### src/rtl/i2c_pkg.sv
package i2c_pkg;

	////////////////////
	// transfer direction as sent in the R/W bit
	typedef enum logic {
		OP_WRITE = 1'b0,
		OP_READ  = 1'b1
	} i2c_op_e;

	////////////////////
	// bit-level master states of one SCL period each
	typedef enum logic [3:0] {
		IDLE,
		START,
		ADDR,        // 7 address bits msb first
		RW,
		ADDR_ACK,
		WRITE,
		DATA_ACK,
		READ,
		MASTER_NACK, // master releases sda after the read byte
		STOP
	} i2c_state_e;

	// command from the register block
	typedef struct packed {
		logic [6:0] dev_addr;
		i2c_op_e    op;
		logic [7:0] wdata;
	} i2c_cmd_t;

	// finished transfer valid with done
	typedef struct packed {
		logic [6:0] dev_addr;
		i2c_op_e    op;
		logic       nack;
		logic [7:0] data;    // byte sent or byte received
	} i2c_result_t;

endpackage

### src/rtl/display_pkg.sv
package display_pkg;

	typedef enum logic [1:0] {
		LS_INIT, // power-up command bytes
		LS_IDLE,
		LS_LINE  // home plus four status characters
	} lcd_state_e;

	////////////////////
	// HD44780 command bytes
	localparam logic [7:0] LCD_FUNC_SET = 8'h38; // 8 bit bus, 2 lines
	localparam logic [7:0] LCD_DISP_ON  = 8'h0C;
	localparam logic [7:0] LCD_ENTRY    = 8'h06; // increment, no shift
	localparam logic [7:0] LCD_CLEAR    = 8'h01;
	localparam logic [7:0] LCD_HOME     = 8'h02;

	// active low segments with a in bit 6 down to g in bit 0
	function automatic logic [6:0] hex_to_seg(input logic [3:0] v);
		logic [6:0] seg;
		case (v)
			4'h0: seg = 7'b0000001;
			4'h1: seg = 7'b1001111;
			4'h2: seg = 7'b0010010;
			4'h3: seg = 7'b0000110;
			4'h4: seg = 7'b1001100;
			4'h5: seg = 7'b0100100;
			4'h6: seg = 7'b0100000;
			4'h7: seg = 7'b0001111;
			4'h8: seg = 7'b0000000;
			4'h9: seg = 7'b0000100;
			4'hA: seg = 7'b0001000;
			4'hB: seg = 7'b1100000;
			4'hC: seg = 7'b0110001;
			4'hD: seg = 7'b1000010;
			4'hE: seg = 7'b0110000;
			default: seg = 7'b0111000; // F
		endcase
		return seg;
	endfunction

	function automatic logic [7:0] hex_to_ascii(input logic [3:0] v);
		if (v < 4'd10)
			return 8'h30 + {4'd0, v}; // '0'..'9'
		return 8'h37 + {4'd0, v};     // 'A'..'F'
	endfunction

endpackage

### src/rtl/axil_ctrl_regs.sv
`timescale 1ns/1ps

module axil_ctrl_regs (
	input  logic                 clk1,
	input  logic                 reset,
	// write address and data
	input  logic [3:0]           awaddr,
	input  logic                 awvalid,
	output logic                 awready,
	input  logic [31:0]          wdata,
	input  logic [3:0]           wstrb,
	input  logic                 wvalid,
	output logic                 wready,
	output logic                 bvalid,
	output logic [1:0]           bresp,
	input  logic                 bready,
	// read
	input  logic [3:0]           araddr,
	input  logic                 arvalid,
	output logic                 arready,
	output logic                 rvalid,
	output logic [31:0]          rdata,
	output logic [1:0]           rresp,
	input  logic                 rready,
	// master side
	input  logic                 busy,
	input  logic                 done,
	input  i2c_pkg::i2c_result_t result,
	output i2c_pkg::i2c_cmd_t    cmd,
	output logic                 cmd_valid
);

	localparam logic [1:0] RESP_OKAY   = 2'b00;
	localparam logic [1:0] RESP_SLVERR = 2'b10;

	localparam logic [1:0] REG_DEV    = 2'd0;
	localparam logic [1:0] REG_WDATA  = 2'd1;
	localparam logic [1:0] REG_CMD    = 2'd2;
	localparam logic [1:0] REG_STATUS = 2'd3;

	logic [6:0] dev_reg;
	logic [7:0] wbyte_reg;
	logic       last_nack;
	logic [7:0] last_data;
	logic       wr_go;
	logic       wr_ok;
	logic       rd_go;
	logic [1:0] wr_sel;
	logic [1:0] rd_sel;

	assign awready = awvalid && wvalid && !bvalid; // address and data taken together
	assign wready  = awready;
	assign wr_go   = awready;
	assign wr_sel  = awaddr[3:2];
	assign wr_ok   = (awaddr[1:0] == 2'b00) && (wr_sel != REG_STATUS) &&
	                 !(wr_sel == REG_CMD && busy);

	assign arready = !rvalid;
	assign rd_go   = arvalid && arready;
	assign rd_sel  = araddr[3:2];

	////////////////////
	// write channel
	always_ff @(posedge clk1) begin
		if (reset) begin
			bvalid    <= 1'b0;
			cmd_valid <= 1'b0;
			dev_reg   <= '0;
			wbyte_reg <= '0;
		end else begin
			cmd_valid <= 1'b0;
			if (wr_go)
				bvalid <= 1'b1;
			else if (bready)
				bvalid <= 1'b0;
			if (wr_go && wr_ok && wstrb[0]) begin
				case (wr_sel)
					REG_DEV:   dev_reg   <= wdata[6:0];
					REG_WDATA: wbyte_reg <= wdata[7:0];
					REG_CMD:   cmd_valid <= 1'b1; // launch next cycle
					default: ;
				endcase
			end
		end
	end

	always_ff @(posedge clk1) begin
		if (wr_go) begin
			bresp        <= wr_ok ? RESP_OKAY : RESP_SLVERR;
			cmd.dev_addr <= dev_reg;
			cmd.op       <= i2c_pkg::i2c_op_e'(wdata[0]);
			cmd.wdata    <= wbyte_reg;
		end
	end

	// status from the last finished transfer
	always_ff @(posedge clk1) begin
		if (reset) begin
			last_nack <= 1'b0;
			last_data <= '0;
		end else if (done) begin
			last_nack <= result.nack;
			last_data <= result.data;
		end
	end

	////////////////////
	// read channel
	always_ff @(posedge clk1) begin
		if (reset)
			rvalid <= 1'b0;
		else if (rd_go)
			rvalid <= 1'b1;
		else if (rready)
			rvalid <= 1'b0;
	end

	always_ff @(posedge clk1) begin
		if (rd_go) begin
			rresp <= RESP_OKAY;
			rdata <= '0;
			if (araddr[1:0] != 2'b00) begin
				rresp <= RESP_SLVERR;
			end else begin
				case (rd_sel)
					REG_DEV:   rdata <= {25'd0, dev_reg};
					REG_WDATA: rdata <= {24'd0, wbyte_reg};
					REG_CMD:   rresp <= RESP_SLVERR; // write only
					default:   rdata <= {16'd0, last_data, 6'd0, last_nack, busy};
				endcase
			end
		end
	end

endmodule

### src/rtl/i2c_byte_master.sv
`timescale 1ns/1ps

module i2c_byte_master #(
	parameter int SCL_HALF = 250
) (
	input  logic                 clk1,
	input  logic                 reset,
	input  i2c_pkg::i2c_cmd_t    cmd,
	input  logic                 cmd_valid,
	input  logic                 sda_in,
	output logic                 scl,
	output logic                 sda_oe,    // 1 pulls sda low
	output logic                 busy,
	output logic                 done,
	output i2c_pkg::i2c_result_t result
);

	localparam int PW = $clog2(2 * SCL_HALF);

	// phase points inside one bit period
	localparam logic [PW-1:0] LAST     = PW'(2 * SCL_HALF - 1);
	localparam logic [PW-1:0] HALF     = PW'(SCL_HALF);
	localparam logic [PW-1:0] MID_LOW  = PW'(SCL_HALF / 2);
	localparam logic [PW-1:0] MID_HIGH = PW'(SCL_HALF + SCL_HALF / 2);

	i2c_pkg::i2c_state_e state;
	i2c_pkg::i2c_cmd_t   cur;     // command held for the whole transfer
	logic [PW-1:0]       phase;
	logic [2:0]          bit_cnt;
	logic [7:0]          data_sr;
	logic                nack;
	logic                bit_end;
	logic                tx_bit;  // 1 releases the line

	assign bit_end = (phase == LAST);

	always_comb begin
		case (state)
			i2c_pkg::ADDR:  tx_bit = cur.dev_addr[bit_cnt];
			i2c_pkg::RW:    tx_bit = (cur.op == i2c_pkg::OP_READ);
			i2c_pkg::WRITE: tx_bit = data_sr[bit_cnt];
			default:        tx_bit = 1'b1; // acks from slave, read bits, master nack
		endcase
	end

	////////////////////
	// bus pins
	always_ff @(posedge clk1) begin
		if (reset) begin
			scl    <= 1'b1;
			sda_oe <= 1'b0;
		end else begin
			case (state)
				i2c_pkg::IDLE, i2c_pkg::START: scl <= 1'b1;
				default: scl <= (phase >= HALF); // low half, then high half
			endcase
			case (state)
				i2c_pkg::IDLE:  sda_oe <= 1'b0;
				i2c_pkg::START: if (phase == HALF) sda_oe <= 1'b1; // falls under scl high
				i2c_pkg::STOP: begin
					if (phase == MID_LOW)
						sda_oe <= 1'b1;
					else if (phase == MID_HIGH)
						sda_oe <= 1'b0;  // rises under scl high
				end
				default: if (phase == MID_LOW) sda_oe <= ~tx_bit;
			endcase
		end
	end

	////////////////////
	// state machine
	always_ff @(posedge clk1) begin
		if (reset) begin
			state   <= i2c_pkg::IDLE;
			phase   <= '0;
			bit_cnt <= '0;
			nack    <= 1'b0;
			busy    <= 1'b0;
			done    <= 1'b0;
		end else begin
			done <= 1'b0;
			if (done)
				busy <= 1'b0;
			if (state == i2c_pkg::IDLE) begin
				phase <= '0;
				if (cmd_valid) begin
					busy  <= 1'b1;
					nack  <= 1'b0;
					state <= i2c_pkg::START;
				end
			end else begin
				phase <= bit_end ? '0 : phase + 1'b1;
				if (phase == MID_HIGH &&
				    (state == i2c_pkg::ADDR_ACK || state == i2c_pkg::DATA_ACK))
					nack <= sda_in; // high here means nobody answered
				if (bit_end) begin
					case (state)
						i2c_pkg::START: begin
							bit_cnt <= 3'd6;
							state   <= i2c_pkg::ADDR;
						end
						i2c_pkg::ADDR: begin
							if (bit_cnt == 3'd0)
								state <= i2c_pkg::RW;
							else
								bit_cnt <= bit_cnt - 1'b1;
						end
						i2c_pkg::RW: state <= i2c_pkg::ADDR_ACK;
						i2c_pkg::ADDR_ACK: begin
							bit_cnt <= 3'd7;
							if (nack)
								state <= i2c_pkg::STOP;
							else if (cur.op == i2c_pkg::OP_READ)
								state <= i2c_pkg::READ;
							else
								state <= i2c_pkg::WRITE;
						end
						i2c_pkg::WRITE: begin
							if (bit_cnt == 3'd0)
								state <= i2c_pkg::DATA_ACK;
							else
								bit_cnt <= bit_cnt - 1'b1;
						end
						i2c_pkg::DATA_ACK: state <= i2c_pkg::STOP;
						i2c_pkg::READ: begin
							if (bit_cnt == 3'd0)
								state <= i2c_pkg::MASTER_NACK;
							else
								bit_cnt <= bit_cnt - 1'b1;
						end
						i2c_pkg::MASTER_NACK: state <= i2c_pkg::STOP;
						default: begin  // STOP
							state <= i2c_pkg::IDLE;
							done  <= 1'b1;
						end
					endcase
				end
			end
		end
	end

	// command and data byte
	always_ff @(posedge clk1) begin
		if (state == i2c_pkg::IDLE && cmd_valid) begin
			cur     <= cmd;
			data_sr <= (cmd.op == i2c_pkg::OP_READ) ? 8'h00 : cmd.wdata;
		end else if (state == i2c_pkg::READ && phase == MID_HIGH) begin
			data_sr[bit_cnt] <= sda_in;
		end
	end

	assign result = '{dev_addr: cur.dev_addr, op: cur.op, nack: nack, data: data_sr};

endmodule

### src/rtl/seg_scanner.sv
`timescale 1ns/1ps

module seg_scanner #(
	parameter int SCAN_DIV = 50000
) (
	input  logic                 clk1,
	input  logic                 reset,
	input  logic                 done,
	input  i2c_pkg::i2c_result_t result,
	output logic [3:0]           anode,   // active low
	output logic [6:0]           cathode  // active low segments a..g
);

	localparam int DW = $clog2(SCAN_DIV + 1);

	logic [DW-1:0] pre_cnt;
	logic [1:0]    digit;
	logic [6:0]    addr_q;
	logic [7:0]    data_q;
	logic [3:0]    nib;

	// shown values stay zero until the first transfer
	always_ff @(posedge clk1) begin
		if (reset) begin
			addr_q <= '0;
			data_q <= '0;
		end else if (done) begin
			addr_q <= result.dev_addr;
			data_q <= result.data;
		end
	end

	always_ff @(posedge clk1) begin
		if (reset) begin
			pre_cnt <= '0;
			digit   <= '0;
		end else if (pre_cnt == DW'(SCAN_DIV - 1)) begin
			pre_cnt <= '0;
			digit   <= digit + 1'b1; // 0,1,2,3 and around
		end else begin
			pre_cnt <= pre_cnt + 1'b1;
		end
	end

	always_comb begin
		case (digit)
			2'd0:    nib = {1'b0, addr_q[6:4]};
			2'd1:    nib = addr_q[3:0];
			2'd2:    nib = data_q[7:4];
			default: nib = data_q[3:0];
		endcase
	end

	always_ff @(posedge clk1) begin
		if (reset) begin
			anode   <= 4'b1111; // all digits off
			cathode <= 7'b1111111;
		end else begin
			anode   <= ~(4'b0001 << digit);
			cathode <= display_pkg::hex_to_seg(nib);
		end
	end

endmodule

### src/rtl/lcd_status_writer.sv
`timescale 1ns/1ps

module lcd_status_writer #(
	parameter int LCD_TICK = 1000
) (
	input  logic                 clk1,
	input  logic                 reset,
	input  logic                 done,
	input  i2c_pkg::i2c_result_t result,
	output logic                 rs,
	output logic                 en,
	output logic [7:0]           db
);

	localparam int TW = $clog2(LCD_TICK + 1);

	display_pkg::lcd_state_e state;
	logic [TW-1:0]           tick_cnt;
	logic [2:0]              idx;        // byte within init or line
	logic                    tick_end;
	logic                    byte_end;
	logic                    pend_valid;
	i2c_pkg::i2c_result_t    pend;       // one-deep slot where the newest wins
	i2c_pkg::i2c_result_t    shown;

	assign tick_end = (tick_cnt == TW'(LCD_TICK - 1));
	assign byte_end = tick_end && en; // end of the enable pulse

	////////////////////
	// byte selection
	always_comb begin
		rs = 1'b0;
		db = 8'h00;
		case (state)
			display_pkg::LS_INIT: begin
				case (idx)
					3'd0:    db = display_pkg::LCD_FUNC_SET;
					3'd1:    db = display_pkg::LCD_DISP_ON;
					3'd2:    db = display_pkg::LCD_ENTRY;
					default: db = display_pkg::LCD_CLEAR;
				endcase
			end
			display_pkg::LS_LINE: begin
				rs = (idx != 3'd0); // characters after the home command
				case (idx)
					3'd0:    db = display_pkg::LCD_HOME;
					3'd1:    db = (shown.op == i2c_pkg::OP_READ) ? "R" : "W";
					3'd2:    db = shown.nack ? "N" : "A";
					3'd3:    db = display_pkg::hex_to_ascii(shown.data[7:4]);
					default: db = display_pkg::hex_to_ascii(shown.data[3:0]);
				endcase
			end
			default: ;
		endcase
	end

	////////////////////
	// sequencer
	always_ff @(posedge clk1) begin
		if (reset) begin
			state      <= display_pkg::LS_INIT;
			idx        <= '0;
			tick_cnt   <= '0;
			en         <= 1'b0;
			pend_valid <= 1'b0;
		end else begin
			if (state == display_pkg::LS_IDLE) begin
				tick_cnt <= '0;
				if (pend_valid) begin
					state      <= display_pkg::LS_LINE;
					idx        <= '0;
					pend_valid <= 1'b0;
				end
			end else begin
				tick_cnt <= tick_end ? '0 : tick_cnt + 1'b1;
				if (tick_end)
					en <= ~en; // setup phase, then enable phase
				if (byte_end) begin
					if ((state == display_pkg::LS_INIT && idx == 3'd3) ||
					    (state == display_pkg::LS_LINE && idx == 3'd4)) begin
						state <= display_pkg::LS_IDLE;
						idx   <= '0;
					end else begin
						idx <= idx + 1'b1;
					end
				end
			end
			if (done)
				pend_valid <= 1'b1;
		end
	end

	always_ff @(posedge clk1) begin
		if (done)
			pend <= result;
		if (state == display_pkg::LS_IDLE && pend_valid)
			shown <= pend;
	end

endmodule

### src/rtl/eeprom_panel_top.sv
`timescale 1ns/1ps

module eeprom_panel_top #(
	parameter int SCL_HALF = 250,   // 100 kHz from 50 MHz
	parameter int SCAN_DIV = 50000,
	parameter int LCD_TICK = 1000
) (
	input  logic        clk1,
	input  logic        reset,
	// host registers
	input  logic [3:0]  awaddr,
	input  logic        awvalid,
	output logic        awready,
	input  logic [31:0] wdata,
	input  logic [3:0]  wstrb,
	input  logic        wvalid,
	output logic        wready,
	output logic        bvalid,
	output logic [1:0]  bresp,
	input  logic        bready,
	input  logic [3:0]  araddr,
	input  logic        arvalid,
	output logic        arready,
	output logic        rvalid,
	output logic [31:0] rdata,
	output logic [1:0]  rresp,
	input  logic        rready,
	// i2c bus
	output logic        scl,
	output logic        sda_oe,
	input  logic        sda_in,
	// displays
	output logic [3:0]  anode,
	output logic [6:0]  cathode,
	output logic        rs,
	output logic        en,
	output logic [7:0]  db
);

	i2c_pkg::i2c_cmd_t    cmd;
	logic                 cmd_valid;
	logic                 busy;
	logic                 done;
	i2c_pkg::i2c_result_t result;

	axil_ctrl_regs i_regs (
		.clk1(clk1), .reset(reset),
		.awaddr(awaddr), .awvalid(awvalid), .awready(awready),
		.wdata(wdata), .wstrb(wstrb), .wvalid(wvalid), .wready(wready),
		.bvalid(bvalid), .bresp(bresp), .bready(bready),
		.araddr(araddr), .arvalid(arvalid), .arready(arready),
		.rvalid(rvalid), .rdata(rdata), .rresp(rresp), .rready(rready),
		.busy(busy), .done(done), .result(result),
		.cmd(cmd), .cmd_valid(cmd_valid)
	);

	i2c_byte_master #(.SCL_HALF(SCL_HALF)) i_master (
		.clk1(clk1), .reset(reset),
		.cmd(cmd), .cmd_valid(cmd_valid), .sda_in(sda_in),
		.scl(scl), .sda_oe(sda_oe),
		.busy(busy), .done(done), .result(result)
	);

	seg_scanner #(.SCAN_DIV(SCAN_DIV)) i_seg (
		.clk1(clk1), .reset(reset), .done(done), .result(result),
		.anode(anode), .cathode(cathode)
	);

	lcd_status_writer #(.LCD_TICK(LCD_TICK)) i_lcd (
		.clk1(clk1), .reset(reset), .done(done), .result(result),
		.rs(rs), .en(en), .db(db)
	);

endmodule

### config.mk
export PLATFORM = sky130hd
export DESIGN_NAME = eeprom_panel_top
export DESIGN_NICKNAME = d
export VERILOG_FILES = /design/src/rtl/i2c_pkg.sv /design/src/rtl/display_pkg.sv /design/src/rtl/axil_ctrl_regs.sv /design/src/rtl/i2c_byte_master.sv /design/src/rtl/seg_scanner.sv /design/src/rtl/lcd_status_writer.sv /design/src/rtl/eeprom_panel_top.sv
export SDC_FILE = /design/constraint.sdc
export NUM_CORES = 1
export LEC_CHECK = 0
export BUFFER_PORTS_ARGS = -buffer_cell sky130_fd_sc_hd__buf_4
export CORE_UTILIZATION = 52
export DETAILED_ROUTE_END_ITERATION = 8
export GPL_ROUTABILITY_DRIVEN = 0
export PLACE_DENSITY_LB_ADDON = 0.15
export SLEW_MARGIN = 20
export SYNTH_ARGS = -nofsm -noshare
export SYNTH_HDL_FRONTEND = slang
export SYNTH_SLANG_ARGS = --single-unit
### constraint.sdc
create_clock -name clk1 -period 2.1 [get_ports clk1]
set_input_delay 0 -clock clk1 [delete_from_list [all_inputs] [get_ports clk1]]
set_output_delay 0 -clock clk1 [all_outputs]
set_load 0.01 [all_outputs]
==> results of run 1 <==
metal layers:
layer  vias to the layer above  global-route usage, %
li1                       2917                      -
met1                      2822                  26.71
met2                       166                  39.52
met3                        25                  4.811
met4                         0                  7.988
met5                         -                      0
cell type report:
type                    count  area, sq um  share of cell area, %
multi-input cells         523         3595                  36.45
clock buffers              21        471.7                  4.782
clock inverters            11        116.4                  1.180
inverters                  34        142.6                  1.446
flip-flops and latches    171         4139                  41.96
well taps                 184        230.2                  2.334
repair buffers            145         1169                  11.85
per-stage QoR:
| step | utilization, % | setup slack, ns | setup TNS [ns] | total power (uW) | cells |
|---|---|---|---|---|---|
| after floorplan | - | 0.0008566 | 0 | 3720 | 781 |
| final | 67.35 | -0.1634 | -0.4559 | 6871 | 1089 |
| after CTS | 66.17 | -0.1156 | -0.2377 | 6932 | 1082 |
| after global routing | 67.35 | -0.2421 | -1.126 | 7073 | 1089 |
| after global placement | 59.28 | -0.03424 | -0.03424 | 3806 | 1023 |
| after detailed placement | 59.28 | -0.2014 | -0.7468 | 3817 | 1023 |
worst min-delay path, cell delays in order:
cell and delay [ns]:
buf_4 0.18, nand2_1 0.08, nor2_1 0.03
power by group through the flow:
stage                     Clock [uW]  Combinational [uW]  Sequential, uW
after global routing            3280                 284            3510
after CTS                       3160                 261            3510
after detailed placement           0                 230            3590
after floorplan                    0                 125            3600
after global placement             0                 222            3580
final                           3100                 262            3510
kinds of logic after synthesis:
family	count (synthesis)	share of synthesized area, %
buffers and inverters	87	5.366
DFF	171	52.64
AOI/OAI and AO/OA	103	8.847
muxes	57	7.506
adders and majority gates	24	3.833
xor gates and xnor gates	35	3.912
and+or+nand+nor	285	17.85
other	1	0.04786
cells in the mapped netlist (4+ instances only):
library cell / instances / area share, %
o211ai_1: 4 / 0.38
buf_4: 22 / 2.1
clkbuf_1: 25 / 1.2
nand3b_1: 14 / 1.3
and2_1: 5 / 0.40
mux2_2: 4 / 0.57
nor2b_1: 7 / 0.56
and4b_1: 4 / 0.51
dfxtp_1: 101 / 26
xnor2_1: 19 / 2.1
ha_1: 24 / 3.8
nand2_1: 50 / 2.4
nand4_1: 10 / 0.80
nor4_1: 4 / 0.32
nand2b_1: 10 / 0.80
a21oi_1: 24 / 1.5
o21ai_0: 19 / 1.2
o22ai_1: 4 / 0.32
mux2i_1: 52 / 6.6
xor2_1: 16 / 1.8
edfxtp_1: 70 / 27
o31ai_1: 8 / 0.77
a31oi_1: 6 / 0.48
nand3_1: 22 / 1.4
inv_1: 33 / 1.6
or3_1: 6 / 0.48
nor2_1: 116 / 5.6
nor3_1: 16 / 1.0
timing repair:
item                                   CTS  global route
setup endpoints to repair               13            24
endpoints found under the hold margin   42             0
pin swaps                               15            16
buffers inserted                         5             7
gates resized for setup                 44            29
hold buffers                            23             0
final timing paths:
path              slack, ns             endpoint
hold / removal         0.03      i_regs.rdata[7]
setup / recovery      -0.16                db[2]
setup reg to reg      -0.06     i_seg.cathode[3]
hold reg to reg        0.42  i_master.result[11]
==> results.txt, run 1 <==
Worst-margin pin slew: 0.5909 ns
Chip Height: 124.8 um
Clock latency on the worst-skew pair: 0.43 ns
Pre-antenna DRT Iters: 7
EDFF count, synth: 70
Reg clk slew, reported paths: 0.06 ns
Leak: 0.003733 uW
Total grt overflow: 0
Crit path max fanout: 6
Worst path depth: 10
#FFs+latches synth: 171
Initial antenna violation count: 0
CP Cell Sequence: inv_4 > ha_4 > nor3_4 > o21ai_2 > buf_4 > buf_6 > a211o_1 > a31oi_1 > nor2_1 > buf_4
Worst clock skew: 0.01066 ns
Remaining DRCs: 20
Maximum vdd drop: 0.0005629 V
Seq/Total Area, Yosys: 52.63%
Via count: 5930
N_diodes: 0
DR WL met2: 8734 um
Syn Inst Count: 763
Final setup viols: 7
First-pass GRT wire length: 27400 um
Filler cell count: 1131
H-tree Lvls: 4
Met3 wire len: 709 um
Unrepaired setup endpoints after global routing: yes
Synthesized area: 0.007835 sq mm
Layout area overhead: 25.89%
Syn Area/Cell: 10.27 sq um
Worst Path Buf+Inv: 4
Power density cells: 696.7 mW/mm^2
Crit-path slowest cell: dfxtp_4
Top_reg_cell synth: dfxtp_1
Layout cells sized above 1: 22.43%
R2r worst-path depth: 9
Sequential power share: 51.1%
Starting Density: 53.50%
Crit path max-delay family: compound AO/OA/AOI/OAI gates
Fmax: 0.4418 GHz
Most frequent cells in the layout: 116 x nor2_1, 116 x buf_4, 97 x dfxtp_1
Hold path depth: 3
1st-iter DRT viols: 354
Setup crit start: i_lcd.idx[1]
Most frequent CP cell: buf_4
Slew headroom: 60.55%
Reg2reg start: i_seg.digit[1]
Post-DRT Antenna Nets: 0
Clk network pwr share: 45.1%
Clk sinks: 171
Failing checks: design-rule violations, negative setup slack
CTS Buffer Depth: 2
Root Buffer: clkbuf_16
Ys Warns: 0
Full die area: 0.01556 sq mm
Combinational Power Share: 3.8%
Via count of the first global-routing pass: 5646
Setup WS post-layout: -0.1634 ns
Via density: 5.445
Post-layout instance area: 0.009863 sq mm
Port bufs: 69
Critical Path AT: 2.26 ns
Switching Share: 20.68%
Final wirelength: 16980 um
Row cnt: 44
DR top layer: met4
CP required: 2.10 ns
DR WL/cell: 15.59 um
P_int: 5451 uW
Synth cell types: 71
DRT met1 WL: 7260 um
Hold Path Class: input port to register
Cts bufs inserted: 17
Max Cap Viol: 0
Outcome: finished with violations
Worst setup SP type: register
Async S/R FF share, synth: 0%
Source of the worst hold timing path: araddr[2]
Pin count of the biggest net entering global routing: 40
Hold slack: 0.02945 ns
CTS tree: yes
Crit-path max cell delay: 0.38 ns
I/O pins: 116
DP HPWL: 11860 um
Final Hold Vio Count: 0
Max-slew violation count: 0
Core area: 0.01464 sq mm
P_sw: 1421 uW
Tmin final: 2.263 ns
Crit Path Class: register to output port
Die X: 124.8 um
Top Registers: i_regs.cmd x16, i_regs.rdata x16, i_seg.pre_cnt x16
Final period utilization: 107.8%
Worst Setup End Kind: output port
# nets final: 968
Global-route usage over all layers: 22.36%
DP Area: 0.008681 sq mm
Power figures use the tool's default switching activity.
==> run 2: changes to the inputs <==
--- a/config.mk
+++ b/config.mk
@@ -9,8 +9,9 @@
 export CORE_UTILIZATION = 52
 export DETAILED_ROUTE_END_ITERATION = 8
 export GPL_ROUTABILITY_DRIVEN = 0
-export PLACE_DENSITY_LB_ADDON = 0.15
+export PLACE_DENSITY = 0.76
 export SLEW_MARGIN = 20
 export SYNTH_ARGS = -nofsm -noshare
 export SYNTH_HDL_FRONTEND = slang
+export SYNTH_HIERARCHICAL = 1
 export SYNTH_SLANG_ARGS = --single-unit
==> results.txt, run 2 <==
Layout cells sized above 1: 20.37% (-2.1 points)
Source of the worst hold timing path: araddr[3]
Slew headroom: 63.79% (+3.2 points)
Total grt overflow: 0 (unchanged)
Outcome: completed
1st-iter DRT viols: 439 (+24%)
Final setup viols: 0 (-7)
Clock latency on the worst-skew pair: 0.42 ns (about the same)
Synthesized area: 0.008468 sq mm (+8.1%)
Row cnt: 46 (+4.5%)
Reg2reg start: i_regs/bvalid
Fmax: 0.4875 GHz (+10%)
Top Registers: i_regs/cmd x16, i_regs/rdata x16, i_seg/pre_cnt x16
Leak: 0.003748 uW (+0.39%)
Pin count of the biggest net entering global routing: 37 (-7.5%)
Power density cells: 669.4 mW/mm^2 (-3.9%)
Via density: 5.327 (-2.2%)
CP required: 2.10 ns (about the same)
H-tree Lvls: 4 (unchanged)
R2r endpoint: i_regs/cmd_valid
DR top layer: met4
First-pass GRT wire length: 26920 um (-1.8%)
Top_reg_cell synth: dfxtp_1
Fin util: 63.72% (-3.6 points)
Syn Area/Cell: 10.48 sq um (+2.1%)
R2r worst-path depth: 5 (-4)
Global-route usage over all layers: 20.52% (-1.8 points)
I/O pins: 116 (unchanged)
Crit path max fanout: 7 (+1)
DP HPWL: 11150 um (-6.0%)
Port bufs: 69 (unchanged)
Worst setup SP type: register
CTS tree: yes
Count leader, synth: dfxtp_1
Total area of sequential cells: 0.004295 sq mm (+3.8%)
Met3 wire len: 614 um (-13%)
Initial antenna violation count: 0 (unchanged)
Cts bufs inserted: 17 (unchanged)
Area of the multi-input gates: 0.003885 sq mm (+8.1%)
DR WL/cell: 14.42 um (-7.5%)
Worst clock skew: 0.01453 ns (+0.003864 ns)
Most frequent cells in the layout: 104 x nor2_1, 102 x dfxtp_1, 99 x buf_4
Via count: 6068 (+2.3%)
Hold slack: 0.02956 ns (+0.0001094 ns)
Full die area: 0.01680 sq mm (+7.9%)
Clk sinks: 179 (+4.7%)
Via count of the first global-routing pass: 5720 (+1.3%)
Synth top cells by count: 109 x dfxtp_1, 104 x nor2_1, 70 x edfxtp_1, 56 x mux2i_1, 40 x nand2_1
Hold path depth: 3 (unchanged)
Reg clk slew, reported paths: 0.06 ns (about the same)
Pre-antenna DRT Iters: 5 (-2)
Most common cell after layout, fill and taps aside: nor2_1
Syn Inst Count: 808 (+5.9%)
R2r setup slk: 0.07 ns (+0.13 ns)
CTS Buffer Depth: 2 (unchanged)
DR WL met2: 8053 um (-7.8%)
DRT met1 WL: 7493 um (+3.2%)
Hold Path Sink: i_regs/rresp[1]
Die X: 129.6 um (+3.9%)
Unrepaired setup endpoints after global routing: yes
Ys Warns: 6 (+6)
Area contributors post-synth: dfxtp_1 26%, edfxtp_1 25%, mux2i_1 6.6%, nor2_1 4.6%, ha_1 3.7%
Post-DRT Antenna Nets: 0 (unchanged)
Core area: 0.01589 sq mm (+8.5%)
Max-slew violation count: 0 (unchanged)
Share of the synthesized area in the top cell type: 25.77% (-1.1 points)
Crit Path Class: register to output port
Setup TNS: 0 ns (+0.4559 ns)
Critical Path AT: 2.05 ns (-0.21 ns)
Remaining DRCs: 0 (-100%)
Layout area overhead: 19.53%
Placement Setup Slack: 0.01273 ns (+0.2142 ns)
Maximum vdd drop: 0.0006136 V (+9.0%)
Tmin final: 2.051 ns (-0.2123 ns)
Async S/R FF share, synth: 0% (unchanged)
Area leader, netlist: dfxtp_1
Final wirelength: 16430 um (-3.2%)
Chip Height: 129.6 um (+3.9%)
Seq/Total Area, Yosys: 50.59% (-2.0 points)
Final Hold Vio Count: 0 (unchanged)
Filler cell count: 1278 (+13%)
#FFs+latches synth: 179 (+4.7%)
# nets final: 987 (+2.0%)
Worst-margin pin slew: 0.5326 ns (-0.05826 ns)
Synth cell types: 90 (+27%)
N_diodes: 0 (unchanged)
Setup WS post-layout: 0.04885 ns (+0.2123 ns)
Worst Setup End Kind: output port
Root Buffer: clkbuf_16
Starting Density: 53.31% (-0.19 points)
Final period utilization: 97.67% (-10 points)
Hold Path Class: input port to register
Max Cap Viol: 0 (unchanged)
EDFF count, synth: 70 (unchanged)
[run 2: worst max-delay path, stage by stage (launching register included)]
cell,delay (ns)
dfxtp_4,0.39
clkinvlp_4,0.15
ha_4,0.22
nor3_4,0.19
o21bai_2,0.11
o2111a_1,0.17
o32ai_2,0.26
buf_4,0.16
[run 2: worst max-delay path by stage]
stage,startpoint,to,slack (ns)
2_1_floorplan,i_master/bit_cnt[1],i_master/bit_cnt[0],0.10
3_3_place_gp,i_seg/digit[0],i_seg/cathode[6],0.08
3_5_place_dp,i_seg/digit[0],i_seg/cathode[6],0.01
4_1_cts,i_seg/digit[0],i_seg/cathode[2],0.001
5_1_grt,i_lcd/idx[0],db[0],-0.06
6_report,i_lcd/idx[0],db[0],0.05
[run 2: per-layer routing]
metal | vias up | track usage, %
li1 | 3051 | -
met1 | 2860 | 25.86
met2 | 136 | 34.66
met3 | 21 | 4.046
met4 | 0 | 8.208
met5 | - | 0
[run 2: report_power, final]
part / internal, uW / leakage (uW) / total (uW) / switching, uW
clock network: 1550 / 0.000272 / 2820 / 1280
registers: 3640 / 0.00153 / 3660 / 22.3
logic: 139 / 0.00194 / 288 / 148
total: 5330 / 0.00375 / 6780 / 1450
[run 2: cell type report]
type                            instances  share of cell area, %
Sequential cell                       179                  42.44
Clock buffer                           20                  4.413
Inverter                               32                  1.224
Clock inverter                         12                 0.8158
Multi-Input combinational cell        555                  38.38
Timing Repair Buffer                  125                  10.06
Tap cell                              216                  2.670
[run 2: timing repair]
item                       in CTS  in global routing
hold buffers                   24                  0
resized for setup               8                 24
pin swaps                       2                  7
setup endpoints to repair       7                 15
setup buffers                   2                  3
hold endpoints to repair       32                  0
[run 2: logic make-up (layout without fill, tap and decap cells)]
kind of cell	Yosys count	count (layout)	synth area share [%]
AND/OR/NAND/NOR	300	300	19.05
flip-flops	179	179	50.59
AO/OA/AOI/OAI	114	114	9.501
buffers and inverters	91	189	5.555
multiplexers	67	67	8.422
XOR/XNOR	30	30	3.103
adder cells (fa/ha/maj)	25	25	3.694
other	2	19	0.08869
[run 2: stage by stage]
| stage | cells | cell area [sq um] | total power, uW |
|---|---|---|---|
| 6_report | 1139 | 10120 | 6775 |
| 5_1_grt | 1139 | 10120 | 7011 |
| 4_1_cts | 1136 | 10000 | 6848 |
| 3_5_place_dp | 1078 | 9186 | 3992 |
| 3_3_place_gp | 1078 | 9186 | 3989 |
| 2_1_floorplan | 825 | 8532 | 3900 |
==> run 3: changes to the inputs <==
--- a/config.mk
+++ b/config.mk
@@ -9,7 +9,7 @@
 export CORE_UTILIZATION = 52
 export DETAILED_ROUTE_END_ITERATION = 8
 export GPL_ROUTABILITY_DRIVEN = 0
-export PLACE_DENSITY = 0.76
+export PLACE_DENSITY_LB_ADDON = 0.3
 export SLEW_MARGIN = 20
 export SYNTH_ARGS = -nofsm -noshare
 export SYNTH_HDL_FRONTEND = slang
==> results.txt, run 3 (synthesis results as in run 2) <==
Outcome: completed
Slew headroom: 62.80% (-0.99 points)
Pre-antenna DRT Iters: 5 (unchanged)
N_diodes: 0 (unchanged)
Source of the worst hold timing path: araddr[2]
Max-slew violation count: 0 (unchanged)
Root Buffer: clkbuf_16
Hold Path Sink: i_regs/rdata[7]
Global-route usage over all layers: 20.60% (+0.077 points)
Most common cell after layout, fill and taps aside: buf_4
CP Cell Sequence: inv_1 > ha_1 > a222oi_1 > mux2_4 > inv_1 > ha_1 > nor4_1 > a211oi_1
Total power: 6834 uW (+0.87%)
Chip Height: 129.6 um (unchanged)
Clk sinks: 179 (unchanged)
H-tree Lvls: 4 (unchanged)
Row cnt: 46 (unchanged)
Maximum vdd drop: 0.0005583 V (-9.0%)
Crit-path max cell delay: 0.37 ns (-0.02 ns)
1st-iter DRT viols: 337 (-23%)
Top Registers: i_regs/cmd x16, i_regs/rdata x16, i_seg/pre_cnt x16
Max Cap Viol: 0 (unchanged)
Via density: 5.273 (-1.0%)
Hold path depth: 3 (unchanged)
I/O pins: 116 (unchanged)
Worst setup SP type: register
Hold Path Class: input port to register
Final Hold Vio Count: 0 (unchanged)
CTS tree: yes
Crit path max fanout: 4 (-3)
Critical Path AT: 2.34 ns (+0.29 ns)
Final setup viols: 0 (unchanged)
Fmax: 0.4943 GHz (+1.4%)
Layout area overhead: 20.42%
Worst-margin pin slew: 0.5580 ns (+0.02543 ns)
Die X: 129.6 um (unchanged)
Reg2reg start: i_seg/digit[0]
Initial antenna violation count: 0 (unchanged)
Clock latency on the worst-skew pair: 0.43 ns (about the same)
Cts bufs inserted: 17 (unchanged)
Post-layout instance area: 0.01020 sq mm (+0.74%)
Most frequent cells in the layout: 107 x buf_4, 104 x nor2_1, 103 x dfxtp_1
Hold slack: 0.05612 ns (+0.02656 ns)
Post-DRT Antenna Nets: 0 (unchanged)
DR WL/cell: 14.23 um (-1.3%)
Worst Path Buf+Inv: 2 (unchanged)
Final period utilization: 96.33% (-1.3 points)
# nets final: 997 (+1.0%)
CTS Buffer Depth: 2 (unchanged)
CP required: 2.41 ns (+0.31 ns)
Final wirelength: 16350 um (-0.47%)
Power density cells: 670.2 mW/mm^2 (+0.12%)
Remaining DRCs: 0 (unchanged)
Pin count of the biggest net entering global routing: 49 (+32%)
R2r setup slk: 0.08 ns (about the same)
DP HPWL: 11190 um (+0.36%)
Full die area: 0.01680 sq mm (unchanged)
Crit path max-delay family: adder cells
Core area: 0.01589 sq mm (unchanged)
Starting Density: 53.31% (unchanged)
Reg clk slew, reported paths: 0.07 ns (about the same)
Worst clock skew: 0.008546 ns (-0.005980 ns)
Setup TNS: 0 ns (unchanged)
Via count of the first global-routing pass: 5541 (-3.1%)
R2r endpoint: i_seg/cathode[6]
Via count: 6059 (-0.15%)
Layout cells sized above 1: 20.58% (+0.21 points)
Crit-path slowest cell: a222oi_1
R2r worst-path depth: 8 (+3)
Worst Setup End Kind: register
Leak: 0.003796 uW (+1.3%)
Total grt overflow: 0 (unchanged)
DP Area: 0.009216 sq mm (+0.33%)
Port bufs: 69 (unchanged)
Tmin final: 2.023 ns (-0.02812 ns)
First-pass GRT wire length: 26730 um (-0.69%)
Crit Path Class: register to register
Fin util: 64.19% (+0.47 points)
[run 3: cell types whose count changed in the layout (fill, tap and decap cells not counted), sizes merged]
cell | before | now
buf | 101 | 108
clkbuf | 20 | 22
clkinv | 8 | 6
clkinvlp | 1 | 0
dlygate4sd3 | 24 | 27
inv | 35 | 36
[run 3: final cells by class]
type | count | area (sq um)
timing repair buffer | 135 | 1094
inverter | 32 | 120.1
clock inverter | 10 | 72.57
tap | 216 | 270.3
multi-input combinational | 555 | 3879
clock buffer | 22 | 465.4
fill | 1279 | 5688
sequential | 179 | 4297
[run 3: report_power, final]
| part | total [uW] | switching (uW) | internal, uW |
|---|---|---|---|
| sequential | 3660 | 22.3 | 3640 |
| combinational | 287 | 145 | 141 |
| clock | 2890 | 1290 | 1600 |
[run 3: per-layer routing]
layer | routed length (um) | vias up | GRT usage, %
met4 | 337 | 0 | 9.029
met1 | 7488 | 2815 | 27.31
met3 | 728 | 28 | 3.633
met2 | 7794 | 155 | 33.16
met5 | 0 | - | 0
li1 | - | 3061 | -
[run 3: worst reg2reg max path: cells and delay by family, from the launching register on]
kind | cells | cell delay (ns)
AND/OR/NAND/NOR | 1 | 0.29
flip-flops | 1 | 0.36
multiplexers | 1 | 0.22
buffers and inverters | 2 | 0.13
adder cells (fa/ha/maj) | 2 | 0.47
AO/OA/AOI/OAI | 2 | 0.44
[run 3: repair_timing]
action                                  4_1_cts  5_1_grt
hold buffers                                 27        0
resized for setup                             9       20
pin swaps                                     1        3
endpoints found under the setup margin        6       13
setup buffers                                 3        5
hold endpoints to repair                     27        0
gates cloned                                  0        0
[run 3: worst max-delay path by stage]
stage,slack (ns),from,depth (start not counted),endpoint
after global placement,0.1,i_seg/digit[0],8,i_seg/cathode[6]
after floorplan,0.10,i_master/bit_cnt[1],8,i_master/bit_cnt[0]
after detailed placement,0.07,i_seg/digit[0],8,i_seg/cathode[6]
final,0.08,i_seg/digit[0],8,i_seg/cathode[6]
after global routing,-0.05,i_seg/digit[0],8,i_seg/cathode[6]
after CTS,0.02,i_lcd/idx[1],7,db[0]
[run 3: metrics by stage]
step / cells / setup slack, ns
after floorplan: 825 / 0.1014
after global placement: 1082 / 0.09783
after detailed placement: 1082 / 0.07314
after CTS: 1144 / 0.02135
after global routing: 1149 / -0.04563
final: 1149 / 0.07698
